--- config.mk ---
export PLATFORM = sky130hd
export DESIGN_NAME = flush_unit_top
export DESIGN_NICKNAME = d
export VERILOG_FILES = /design/src/source/flush_pkg.sv /design/src/source/flush_req_if.sv /design/src/source/flush_cmd_if.sv /design/src/source/commit_event_decoder.sv /design/src/source/flush_controller.sv /design/src/source/flush_perf_monitor.sv /design/src/source/flush_unit_top.sv
export SDC_FILE = /design/constraint.sdc
export NUM_CORES = 1
export LEC_CHECK = 0
export BUFFER_PORTS_ARGS = -buffer_cell sky130_fd_sc_hd__buf_4
export CAP_MARGIN = 30
export CORE_MARGIN = 1.5
export CORE_UTILIZATION = 50
export CTS_CLUSTER_SIZE = 12
export DETAILED_ROUTE_END_ITERATION = 16
export PLACE_DENSITY = 0.77
export SLEW_MARGIN = 30
export SYNTH_ARGS = -nofsm -noshare
export SYNTH_HDL_FRONTEND = slang
export SYNTH_SLANG_ARGS = --single-unit
--- constraint.sdc ---
create_clock -name clk_i -period 2.05 [get_ports clk_i]
set_input_delay 0.205 -clock clk_i [delete_from_list [all_inputs] [get_ports clk_i]]
set_output_delay 0.205 -clock clk_i [all_outputs]
set_load 0.05 [all_outputs]
--- src/source/flush_pkg.sv ---
`default_nettype none

package flush_pkg;

    // --------------------
    // Widths
    // --------------------
    localparam int unsigned COMMIT_KIND_W = 4;   // Encoded retiring event kind
    localparam int unsigned PERF_CNT_W    = 16;  // One performance counter

    // Data cache policy
    // 1 means write-back, so fences must flush dirty lines
    localparam bit DCACHE_WRITE_BACK = 1'b1;

    // --------------------
    // Commit event kinds
    // --------------------
    // At most one of these retires per cycle
    typedef enum logic [COMMIT_KIND_W-1:0] {
        commit_none         = 4'd0,
        commit_fence        = 4'd1,   // fence
        commit_fence_i      = 4'd2,   // fence.i
        commit_sfence_vma   = 4'd3,   // sfence.vma
        commit_hfence_vvma  = 4'd4,   // hfence.vvma
        commit_hfence_gvma  = 4'd5,   // hfence.gvma
        commit_flush_csr    = 4'd6,   // CSR write with side effects
        commit_flush_commit = 4'd7,   // Flush asked for by commit
        commit_exception    = 4'd8,   // Trap taken
        commit_eret         = 4'd9,   // Return from trap
        commit_debug_pc     = 4'd10   // Jump to debug PC
    } commit_kind_e;

    // Wrapping event counter
    typedef logic [PERF_CNT_W-1:0] perf_cnt_t;

endpackage

`default_nettype wire

--- src/source/flush_req_if.sv ---
`timescale 1ns/1ns
`default_nettype none

// Decoded commit events, one-cycle registered levels
interface flush_req_if;

    logic mispredict;   // Branch mispredict resolved
    logic fence;        // fence retired
    logic fence_i;      // fence.i retired
    logic sfence_vma;   // sfence.vma retired
    logic hfence_vvma;  // hfence.vvma retired
    logic hfence_gvma;  // hfence.gvma retired
    logic flush_pipe;   // CSR side effect or commit flush
    logic trap;         // Exception or eret
    logic debug_pc;     // Debug entry, same handling as trap
    logic virt;         // Virtualization mode with the event

    modport decoder (
        output mispredict, fence, fence_i, sfence_vma, hfence_vvma, hfence_gvma,
        output flush_pipe, trap, debug_pc, virt
    );

    modport ctrl (
        input mispredict, fence, fence_i, sfence_vma, hfence_vvma, hfence_gvma,
        input flush_pipe, trap, debug_pc, virt
    );

endinterface

`default_nettype wire

--- src/source/flush_cmd_if.sv ---
`timescale 1ns/1ns
`default_nettype none

// Flush commands from the controller
interface flush_cmd_if;

    logic set_pc_commit;   // Take the PC from commit
    logic flush_if;        // Fetch stage
    logic flush_unissued;  // Un-issued scoreboard entries
    logic flush_id;        // Decode stage
    logic flush_ex;        // Execute stage
    logic flush_bp;        // Branch predictors
    logic flush_icache;    // Instruction cache
    logic flush_tlb;       // Normal TLB
    logic flush_tlb_vvma;  // Guest virtual TLB
    logic flush_tlb_gvma;  // Guest physical TLB
    logic flush_dcache;    // Registered, held until ack
    logic fence_active;    // Data cache flush in progress

    modport ctrl (
        output set_pc_commit, flush_if, flush_unissued, flush_id, flush_ex, flush_bp,
        output flush_icache, flush_tlb, flush_tlb_vvma, flush_tlb_gvma,
        output flush_dcache, fence_active
    );

    // Monitor only needs the flush kind and the fence state
    modport monitor (
        input flush_if, flush_id, fence_active
    );

endinterface

`default_nettype wire

--- src/source/commit_event_decoder.sv ---
`timescale 1ns/1ns
`default_nettype none

module commit_event_decoder import flush_pkg::*; (
    input  logic         clk_i,
    input  logic         rst_ni,
    input  logic         commit_valid_i,  // Commit report valid
    input  commit_kind_e commit_kind_i,   // Retiring event kind
    input  logic         virt_mode_i,     // Current virtualization mode
    input  logic         mispredict_i,    // Independent of commit_valid_i
    flush_req_if.decoder req_o
);

    // Next-cycle strobes
    logic fence_d, fence_i_d;
    logic sfence_vma_d, hfence_vvma_d, hfence_gvma_d;
    logic flush_pipe_d, trap_d, debug_pc_d;

    // --------------------
    // Kind decode
    // --------------------
    always_comb begin : kind_decode
        fence_d       = 1'b0;
        fence_i_d     = 1'b0;
        sfence_vma_d  = 1'b0;
        hfence_vvma_d = 1'b0;
        hfence_gvma_d = 1'b0;
        flush_pipe_d  = 1'b0;
        trap_d        = 1'b0;
        debug_pc_d    = 1'b0;
        if (commit_valid_i) begin
            case (commit_kind_i)
                commit_fence:        fence_d       = 1'b1;
                commit_fence_i:      fence_i_d     = 1'b1;
                commit_sfence_vma:   sfence_vma_d  = 1'b1;
                commit_hfence_vvma:  hfence_vvma_d = 1'b1;
                commit_hfence_gvma:  hfence_gvma_d = 1'b1;
                // Same pipeline flush for both
                commit_flush_csr,
                commit_flush_commit: flush_pipe_d  = 1'b1;
                // Trap entry and return flush alike
                commit_exception,
                commit_eret:         trap_d        = 1'b1;
                commit_debug_pc:     debug_pc_d    = 1'b1;
                default:             ;                     // None or unused code
            endcase
        end
    end

    // --------------------
    // Strobe registers
    // --------------------
    always_ff @(posedge clk_i or negedge rst_ni) begin
        if (!rst_ni) begin
            req_o.mispredict  <= 1'b0;
            req_o.fence       <= 1'b0;
            req_o.fence_i     <= 1'b0;
            req_o.sfence_vma  <= 1'b0;
            req_o.hfence_vvma <= 1'b0;
            req_o.hfence_gvma <= 1'b0;
            req_o.flush_pipe  <= 1'b0;
            req_o.trap        <= 1'b0;
            req_o.debug_pc    <= 1'b0;
            req_o.virt        <= 1'b0;
        end else begin
            req_o.mispredict  <= mispredict_i;
            req_o.fence       <= fence_d;
            req_o.fence_i     <= fence_i_d;
            req_o.sfence_vma  <= sfence_vma_d;
            req_o.hfence_vvma <= hfence_vvma_d;
            req_o.hfence_gvma <= hfence_gvma_d;
            req_o.flush_pipe  <= flush_pipe_d;
            req_o.trap        <= trap_d;
            req_o.debug_pc    <= debug_pc_d;
            req_o.virt        <= virt_mode_i;  // Sampled with the event
        end
    end

endmodule

`default_nettype wire

--- src/source/flush_controller.sv ---
`timescale 1ns/1ns
`default_nettype none

module flush_controller import flush_pkg::*; (
    input  logic      clk_i,
    input  logic      rst_ni,
    flush_req_if.ctrl req_i,
    input  logic      flush_dcache_ack_i,  // Whole data cache flushed
    input  logic      halt_csr_i,          // Halt from CSR, e.g. WFI
    output logic      halt_o,              // Halt to commit
    flush_cmd_if.ctrl cmd_o
);

    logic fence_active_d, fence_active_q;  // Data cache flush running
    logic flush_dcache_d, flush_dcache_q;  // Unregistered and registered flush

    // --------------------
    // Flush decisions
    // --------------------
    always_comb begin : flush_ctrl
        fence_active_d       = fence_active_q;
        flush_dcache_d       = 1'b0;
        cmd_o.set_pc_commit  = 1'b0;
        cmd_o.flush_if       = 1'b0;
        cmd_o.flush_unissued = 1'b0;
        cmd_o.flush_id       = 1'b0;
        cmd_o.flush_ex       = 1'b0;
        cmd_o.flush_bp       = 1'b0;
        cmd_o.flush_icache   = 1'b0;
        cmd_o.flush_tlb      = 1'b0;
        cmd_o.flush_tlb_vvma = 1'b0;
        cmd_o.flush_tlb_gvma = 1'b0;

        // Mispredict drops the front end only
        if (req_i.mispredict) begin
            cmd_o.flush_if       = 1'b1;
            cmd_o.flush_unissued = 1'b1;
        end

        // Every fence kind restarts from the commit PC
        if (req_i.fence || req_i.fence_i || req_i.sfence_vma || req_i.hfence_vvma
                || req_i.hfence_gvma || req_i.flush_pipe) begin
            cmd_o.set_pc_commit  = 1'b1;
            cmd_o.flush_if       = 1'b1;
            cmd_o.flush_unissued = 1'b1;
            cmd_o.flush_id       = 1'b1;
            cmd_o.flush_ex       = 1'b1;
        end

        if (req_i.fence_i) begin
            cmd_o.flush_icache = 1'b1;  // Stale instructions
        end

        // Dirty lines must reach memory before the fence completes
        if (DCACHE_WRITE_BACK && (req_i.fence || req_i.fence_i)) begin
            flush_dcache_d = 1'b1;
            fence_active_d = 1'b1;
        end

        // --------------------
        // Ack wait
        // --------------------
        if (DCACHE_WRITE_BACK) begin
            if (flush_dcache_ack_i && fence_active_q) begin
                fence_active_d = 1'b0;  // Done, flush drops next edge
            end else if (fence_active_q) begin
                flush_dcache_d = 1'b1;  // Hold request until ack
            end
        end

        // TLB selection
        if (req_i.sfence_vma) begin
            if (req_i.virt) begin
                cmd_o.flush_tlb_vvma = 1'b1;  // Guest translation
            end else begin
                cmd_o.flush_tlb      = 1'b1;
            end
        end
        if (req_i.hfence_vvma) begin
            cmd_o.flush_tlb_vvma = 1'b1;
        end
        if (req_i.hfence_gvma) begin
            cmd_o.flush_tlb_gvma = 1'b1;
        end

        // Trap, eret and debug take their own target PC
        // so commit PC is not used here
        if (req_i.trap || req_i.debug_pc) begin
            cmd_o.set_pc_commit  = 1'b0;
            cmd_o.flush_if       = 1'b1;
            cmd_o.flush_unissued = 1'b1;
            cmd_o.flush_id       = 1'b1;
            cmd_o.flush_ex       = 1'b1;
            cmd_o.flush_bp       = 1'b1;  // Stop speculative fetch across modes
        end
    end

    // --------------------
    // Halt and fence state
    // --------------------
    assign halt_o             = halt_csr_i || fence_active_q;  // Stall while cache flushes
    assign cmd_o.fence_active = fence_active_q;
    assign cmd_o.flush_dcache = flush_dcache_q;

    always_ff @(posedge clk_i or negedge rst_ni) begin
        if (!rst_ni) begin
            fence_active_q <= 1'b0;
            flush_dcache_q <= 1'b0;
        end else begin
            fence_active_q <= fence_active_d;
            flush_dcache_q <= flush_dcache_d;  // Registered for timing toward the cache
        end
    end

endmodule

`default_nettype wire

--- src/source/flush_perf_monitor.sv ---
`timescale 1ns/1ns
`default_nettype none

module flush_perf_monitor import flush_pkg::*; (
    input  logic         clk_i,
    input  logic         rst_ni,
    flush_cmd_if.monitor cmd_i,
    input  logic         halt_o,             // Halt from the controller
    output perf_cnt_t    cnt_mispredict_o,   // Mispredict flushes
    output perf_cnt_t    cnt_fence_stall_o   // Cycles stalled on a fence
);

    logic      mispredict_hit;  // Front-end only flush this cycle
    logic      fence_stall;     // Data cache flush in progress
    perf_cnt_t cnt_mispredict_q;
    perf_cnt_t cnt_fence_stall_q;

    // --------------------
    // Event conditions
    // --------------------
    // Full flushes also raise flush_if, so ID tells them apart
    assign mispredict_hit = cmd_i.flush_if && !cmd_i.flush_id;

    // A CSR halt alone is not a fence stall
    assign fence_stall    = cmd_i.fence_active;

    // --------------------
    // Counters
    // --------------------
    always_ff @(posedge clk_i or negedge rst_ni) begin
        if (!rst_ni) begin
            cnt_mispredict_q  <= '0;
            cnt_fence_stall_q <= '0;
        end else begin
            if (mispredict_hit) begin
                cnt_mispredict_q <= cnt_mispredict_q + perf_cnt_t'(1);  // Wraps
            end
            if (fence_stall) begin
                cnt_fence_stall_q <= cnt_fence_stall_q + perf_cnt_t'(1);
            end
        end
    end

    assign cnt_mispredict_o  = cnt_mispredict_q;
    assign cnt_fence_stall_o = cnt_fence_stall_q;

endmodule

`default_nettype wire

--- src/source/flush_unit_top.sv ---
`timescale 1ns/1ns
`default_nettype none

module flush_unit_top import flush_pkg::*; (
    input  logic         clk_i,
    input  logic         rst_ni,
    // Commit side
    input  logic         commit_valid_i,
    input  commit_kind_e commit_kind_i,
    input  logic         virt_mode_i,
    input  logic         mispredict_i,
    input  logic         halt_csr_i,
    input  logic         flush_dcache_ack_i,
    // Flush commands
    output logic         set_pc_commit_o,
    output logic         flush_if_o,
    output logic         flush_unissued_o,
    output logic         flush_id_o,
    output logic         flush_ex_o,
    output logic         flush_bp_o,
    output logic         flush_icache_o,
    output logic         flush_dcache_o,
    output logic         flush_tlb_o,
    output logic         flush_tlb_vvma_o,
    output logic         flush_tlb_gvma_o,
    output logic         halt_o,
    // Performance counters
    output perf_cnt_t    cnt_mispredict_o,
    output perf_cnt_t    cnt_fence_stall_o
);

    flush_req_if req ();  // Decoder to controller
    flush_cmd_if cmd ();  // Controller to monitor and ports

    commit_event_decoder u_decoder (
        .clk_i          (clk_i),
        .rst_ni         (rst_ni),
        .commit_valid_i (commit_valid_i),
        .commit_kind_i  (commit_kind_i),
        .virt_mode_i    (virt_mode_i),
        .mispredict_i   (mispredict_i),
        .req_o          (req.decoder)
    );

    flush_controller u_ctrl (
        .clk_i              (clk_i),
        .rst_ni             (rst_ni),
        .req_i              (req.ctrl),
        .flush_dcache_ack_i (flush_dcache_ack_i),
        .halt_csr_i         (halt_csr_i),
        .halt_o             (halt_o),
        .cmd_o              (cmd.ctrl)
    );

    flush_perf_monitor u_monitor (
        .clk_i             (clk_i),
        .rst_ni            (rst_ni),
        .cmd_i             (cmd.monitor),
        .halt_o            (halt_o),
        .cnt_mispredict_o  (cnt_mispredict_o),
        .cnt_fence_stall_o (cnt_fence_stall_o)
    );

    // Command outputs
    assign set_pc_commit_o  = cmd.set_pc_commit;
    assign flush_if_o       = cmd.flush_if;
    assign flush_unissued_o = cmd.flush_unissued;
    assign flush_id_o       = cmd.flush_id;
    assign flush_ex_o       = cmd.flush_ex;
    assign flush_bp_o       = cmd.flush_bp;
    assign flush_icache_o   = cmd.flush_icache;
    assign flush_dcache_o   = cmd.flush_dcache;
    assign flush_tlb_o      = cmd.flush_tlb;
    assign flush_tlb_vvma_o = cmd.flush_tlb_vvma;
    assign flush_tlb_gvma_o = cmd.flush_tlb_gvma;

endmodule

`default_nettype wire

==> impl.org <==
** Run status
- Status :: finished clean

** Pwr
- The share of total power dissipated in the clock network is 0.199.
- The analysis attributes to net switching a power of 1.14 mW.
- Power per Cell Area :: 1110 mW/mm^2
- Share of power burned in registers :: 0.430
- The internal portion of the total power is 1.62 mW.
- Summed over all cells, the static leakage comes to 1.30 nW.
- Of the total power, the share spent switching nets is 0.413.
- Worst VDD drop :: 0.709 mV
- Share of power burned in combinational logic :: 0.371
- Overall power :: 2.75 mW

** Final layout
- From synthesis to final layout, the design area changed by 29.2%.
- Post-layout nets :: 240
- Layout cell share with drive strength beyond 1 :: 0.320
- Counting the fill cells in the layout gives 287.
- After routing the design area is 0.00248 mm^2.
- In the final layout, the multi-input gates occupy 790 um^2.
- Summing all flip-flop and latch instances after layout gives 0.00110 mm^2.
- For this run, the share of the core covered by cells in the final layout is 0.677.
- Excluding fillers, the count of instances in the completed layout stands at 276.
- Antenna diode count :: 0

** Clocking
- The clock tree synthesis step divided the H-tree into 2 levels.
- CTS tree :: done
- Clock slew seen by the registers of the worst setup and hold paths :: 80 ps
- Buffers inserted during clock tree synthesis total 5.
- For this design, the sink count on the clock tree is 44.
- Root buf cell :: sky130_fd_sc_hd__clkbuf_8
- Clock Latency Late Sink :: 300 ps
- The clock passes through at most 2 buffers.

** Yosys
- In this run the cell area of the synthesized design comes to 0.00192 mm^2.
- Warnings, synthesis :: 0
- The number of different library cells used by synthesis comes to 31.
- Of the total synthesized cell area, the portion taken by XOR and XNOR cells is 0.137.
- The synthesized design spends more area on one cell type than any other, namely sky130_fd_sc_hd__dfrtp_1.
- A synthesized cell averages 11.5 um^2.
- Synth top cells by count :: sky130_fd_sc_hd__dfrtp_1, sky130_fd_sc_hd__nand2_1, sky130_fd_sc_hd__nor2_1, sky130_fd_sc_hd__xor2_1, sky130_fd_sc_hd__xnor2_1
- Synth Flop Type :: sky130_fd_sc_hd__dfrtp_1
- Synth Area in Compound Gates :: 0.00913
- Of the total synthesized cell area, the portion taken by full adders, half adders and majority gates is 0.0130.
- Among all cell types in the netlist, the one instantiated most often is sky130_fd_sc_hd__dfrtp_1.
- Counting flops with an async set or reset pin after synthesis yields a share of 1.00.
- Total of flip-flops plus latches after synthesis :: 44
- The share of synthesized area in the top cell type comes to 0.574.
- Of the synthesized area, sequential elements account for 0.574.
- By area, the combinational part of the netlist is dominated by simple AND/OR/NAND/NOR gates.
- Mux share of post-synthesis cell area :: 0.0117
- Number of enable-type register cells in the synthesized netlist :: 0
- Post-synthesis net count :: 180
- Synth Area in Simple Gates :: 0.237
- Synthesis produced 167 cells.
- Largest cells by area after synthesis :: sky130_fd_sc_hd__dfrtp_1, sky130_fd_sc_hd__xor2_1, sky130_fd_sc_hd__xnor2_1

** Floorplanning
- Io pins :: 55
- The die is 64.9 um wide.
- CORE AREA :: 0.00366 mm^2
- Measured along the y axis, the die boundary spans 64.9 um.
- Die footprint :: 0.00422 mm^2
- In this run the core area contains 22 standard-cell rows.
- Starting density of the core :: 0.524

** Timing
- Setup violations remaining at the end of the flow were counted as 0.
- Measured against its own limit, the worst slew margin works out to 0.649.
- Number of max-slew violations in the final report :: 0
- Hold Vio Cnt, Final :: 0
- For this run, the top clock speed supported by timing is 513 MHz.
- At the pin with the least slew margin, the transition time is 527 ps.
- After routing, the total negative slack on setup checks comes to 0 ps.
- The worst path in the final design needs a cycle of 1950 ps, including I/O delays and setup.
- Final Worst Setup Slack :: 101 ps
- Worst Hold Margin :: 14.7 ps
- Final Cycle Share :: 0.951
- Setup repair after global routing missed its margin :: no
- Worst clock skew :: 7.33 ps

** Critical path
- Critical path peak fanout :: 4
- Number of buffer and inverter instances along the worst setup path :: 1
- Slowest cell on the critical path :: sky130_fd_sc_hd__dfrtp_1
- Traced cell by cell, the critical path runs through nor4_4, nand2_2, or3_4, buf_4.
- On the worst path, the slowest cell contributes a delay of 420 ps.
- Kind of start point of the critical path :: register
- The setup check on the worst reg-to-reg path leaves a slack of 380 ps.
- The worst register-to-register path begins at u_decoder.req_o.sfence_vma$_DFF_PN0_.
- Data arrival at the endpoint of the critical path :: 1740 ps
- At the worst endpoint, the required time is 1850 ps.
- Worst reg2reg endpoint :: u_monitor.cnt_mispredict_o[15]$_DFFE_PN0P_
- The critical path is of the reg2out type.
- Cell depth of the worst flop-to-flop path :: 5
- STA classifies the critical path endpoint as an output port.
- Among cell families on the critical path, the largest total delay comes from simple AND/OR/NAND/NOR gates.

** Worst hold path
- Counting instances, the worst hold path has a depth of 1.
- Capture endpoint of the worst hold path :: u_decoder.req_o.mispredict$_DFF_PN0_
- The worst hold path belongs to the class in2reg.
- Startpoint of the most critical hold path :: mispredict_i

** Routing
- Total wire length :: 3630 um
- Via count :: 1428
- Number of vias per cell :: 5.17
- After detailed routing, the number of remaining DRC violations is 0.
- ANT nets after route :: 0
- Number of DRC violations after detailed-routing iteration 0 :: 105
- Routed WL per cell :: 13.2 um
- TritonRoute pass-1 iters :: 4

** GRT
- The first global-routing pass estimated 6180 um of wire.
- The number of global-route vias before repair is 1401.
- For this run the aggregate overflow at the end of global routing stands at 0.
- Entering global routing, the biggest net connects 45 pins.
- Antenna violations before repair :: 0
- Across every metal layer, demand over resource in global routing totals 0.194.

** Place
- Summed over all nets, the half-perimeter wirelength after detailed placement is 2660 um.
- At the end of routability-driven placement, the weighted congestion stood at 0.811.
- Prior to clock tree synthesis, the placed netlist has a worst setup slack of 336 ps.
- Post-DP Area :: 0.00237 mm^2
- Number of instances in the placed design :: 266
- Port buffer count :: 54

** Run
- The tool flagged a number of max-cap violations equal to 0.
==> routing by layer <==
metal | GRT usage | routed length (um)
met1 | 0.234 | 1520
met2 | 0.323 | 1810
met3 | 0.0642 | 247
met4 | 0.0745 | 55
met5 | 0 | 0
==> flip-flops by register name, summed over array words and instances (netlist names) <==
signal,count
u_monitor.cnt_fence_stall_o,16
u_monitor.cnt_mispredict_o,16
u_ctrl.cmd_o.fence_active,1
u_ctrl.cmd_o.flush_dcache,1
u_decoder.req_o.debug_pc,1
u_decoder.req_o.fence,1
u_decoder.req_o.fence_i,1
u_decoder.req_o.flush_pipe,1
u_decoder.req_o.hfence_gvma,1
u_decoder.req_o.hfence_vvma,1
u_decoder.req_o.mispredict,1
u_decoder.req_o.sfence_vma,1
u_decoder.req_o.trap,1
u_decoder.req_o.virt,1
==> logic make-up after synthesis <==
kind of cell,Yosys count
buffers and inverters,7
flip-flops,44
adder cells (fa/ha/maj),2
multiplexers,2
AND/OR/NAND/NOR,79
AO/OA/AOI/OAI,3
XOR/XNOR,30
==> cell usage in the layout (no fill, tap or decap), types with 2 or more instances in the layout <==
master,count
sky130_fd_sc_hd__inv_1,4
sky130_fd_sc_hd__ha_1,2
sky130_fd_sc_hd__nand3b_1,2
sky130_fd_sc_hd__and2_1,2
sky130_fd_sc_hd__nor4_4,2
sky130_fd_sc_hd__nor2_1,19
sky130_fd_sc_hd__nand2_1,19
sky130_fd_sc_hd__clkbuf_8,6
sky130_fd_sc_hd__nor3_1,8
sky130_fd_sc_hd__xnor2_1,14
sky130_fd_sc_hd__xor2_1,16
sky130_fd_sc_hd__dfrtp_1,44
sky130_fd_sc_hd__buf_4,55
sky130_fd_sc_hd__mux2_2,2
sky130_fd_sc_hd__and3_1,5
sky130_fd_sc_hd__nand4_1,9
sky130_fd_sc_hd__clkbuf_1,2
==> what timing repair did <==
item                       in CTS  in global routing
pin swaps                       1                  1
buffers inserted                0                  1
gates resized for setup         0                  1
setup endpoints to repair       2                  2
hold endpoints to repair       44                  0
hold buffers                    1                  0
==> worst reg2reg max path, cell delays in order, from the launching register on <==
cell	delay (ps)
sky130_fd_sc_hd__dfrtp_1	420
sky130_fd_sc_hd__nor4_4	370
sky130_fd_sc_hd__buf_4	180
sky130_fd_sc_hd__nand4_4	150
sky130_fd_sc_hd__nor4_4	330
sky130_fd_sc_hd__xor2_1	160
==> power by group through the flow <==
| stage | registers, mW | logic, mW | clock network (mW) |
|---|---|---|---|
| CTS | 1.18 | 1.03 | 0.563 |
| global route | 1.21 | 1.08 | 0.597 |
| finish | 1.18 | 1.02 | 0.548 |
| global placement | 1.19 | 1.01 | 0 |
| detailed placement | 1.20 | 1.02 | 0 |
| floorplan | 1.57 | 0.334 | 0 |
==> area by class of cell <==
cell class | count | share of cell area
inverters | 4 | 0.00606
flip-flops and latches | 44 | 0.444
multi-input cells | 116 | 0.319
repair buffers | 56 | 0.171
well taps | 48 | 0.0242
clock buffers | 8 | 0.0363
==> worst max path at each step <==
stage,slack [ps],cells past startpoint,start,to
after floorplan,20,4,u_decoder.req_o.hfence_gvma$_DFF_PN0_,flush_id_o
after global placement,350,4,u_decoder.req_o.sfence_vma$_DFF_PN0_,flush_unissued_o
after CTS,30,4,u_decoder.req_o.flush_pipe$_DFF_PN0_,flush_unissued_o
final,100,4,u_decoder.req_o.sfence_vma$_DFF_PN0_,flush_unissued_o
after global routing,20,4,u_decoder.req_o.sfence_vma$_DFF_PN0_,flush_unissued_o
after detailed placement,340,4,u_decoder.req_o.sfence_vma$_DFF_PN0_,flush_unissued_o
(Power assumes the default switching activity.)
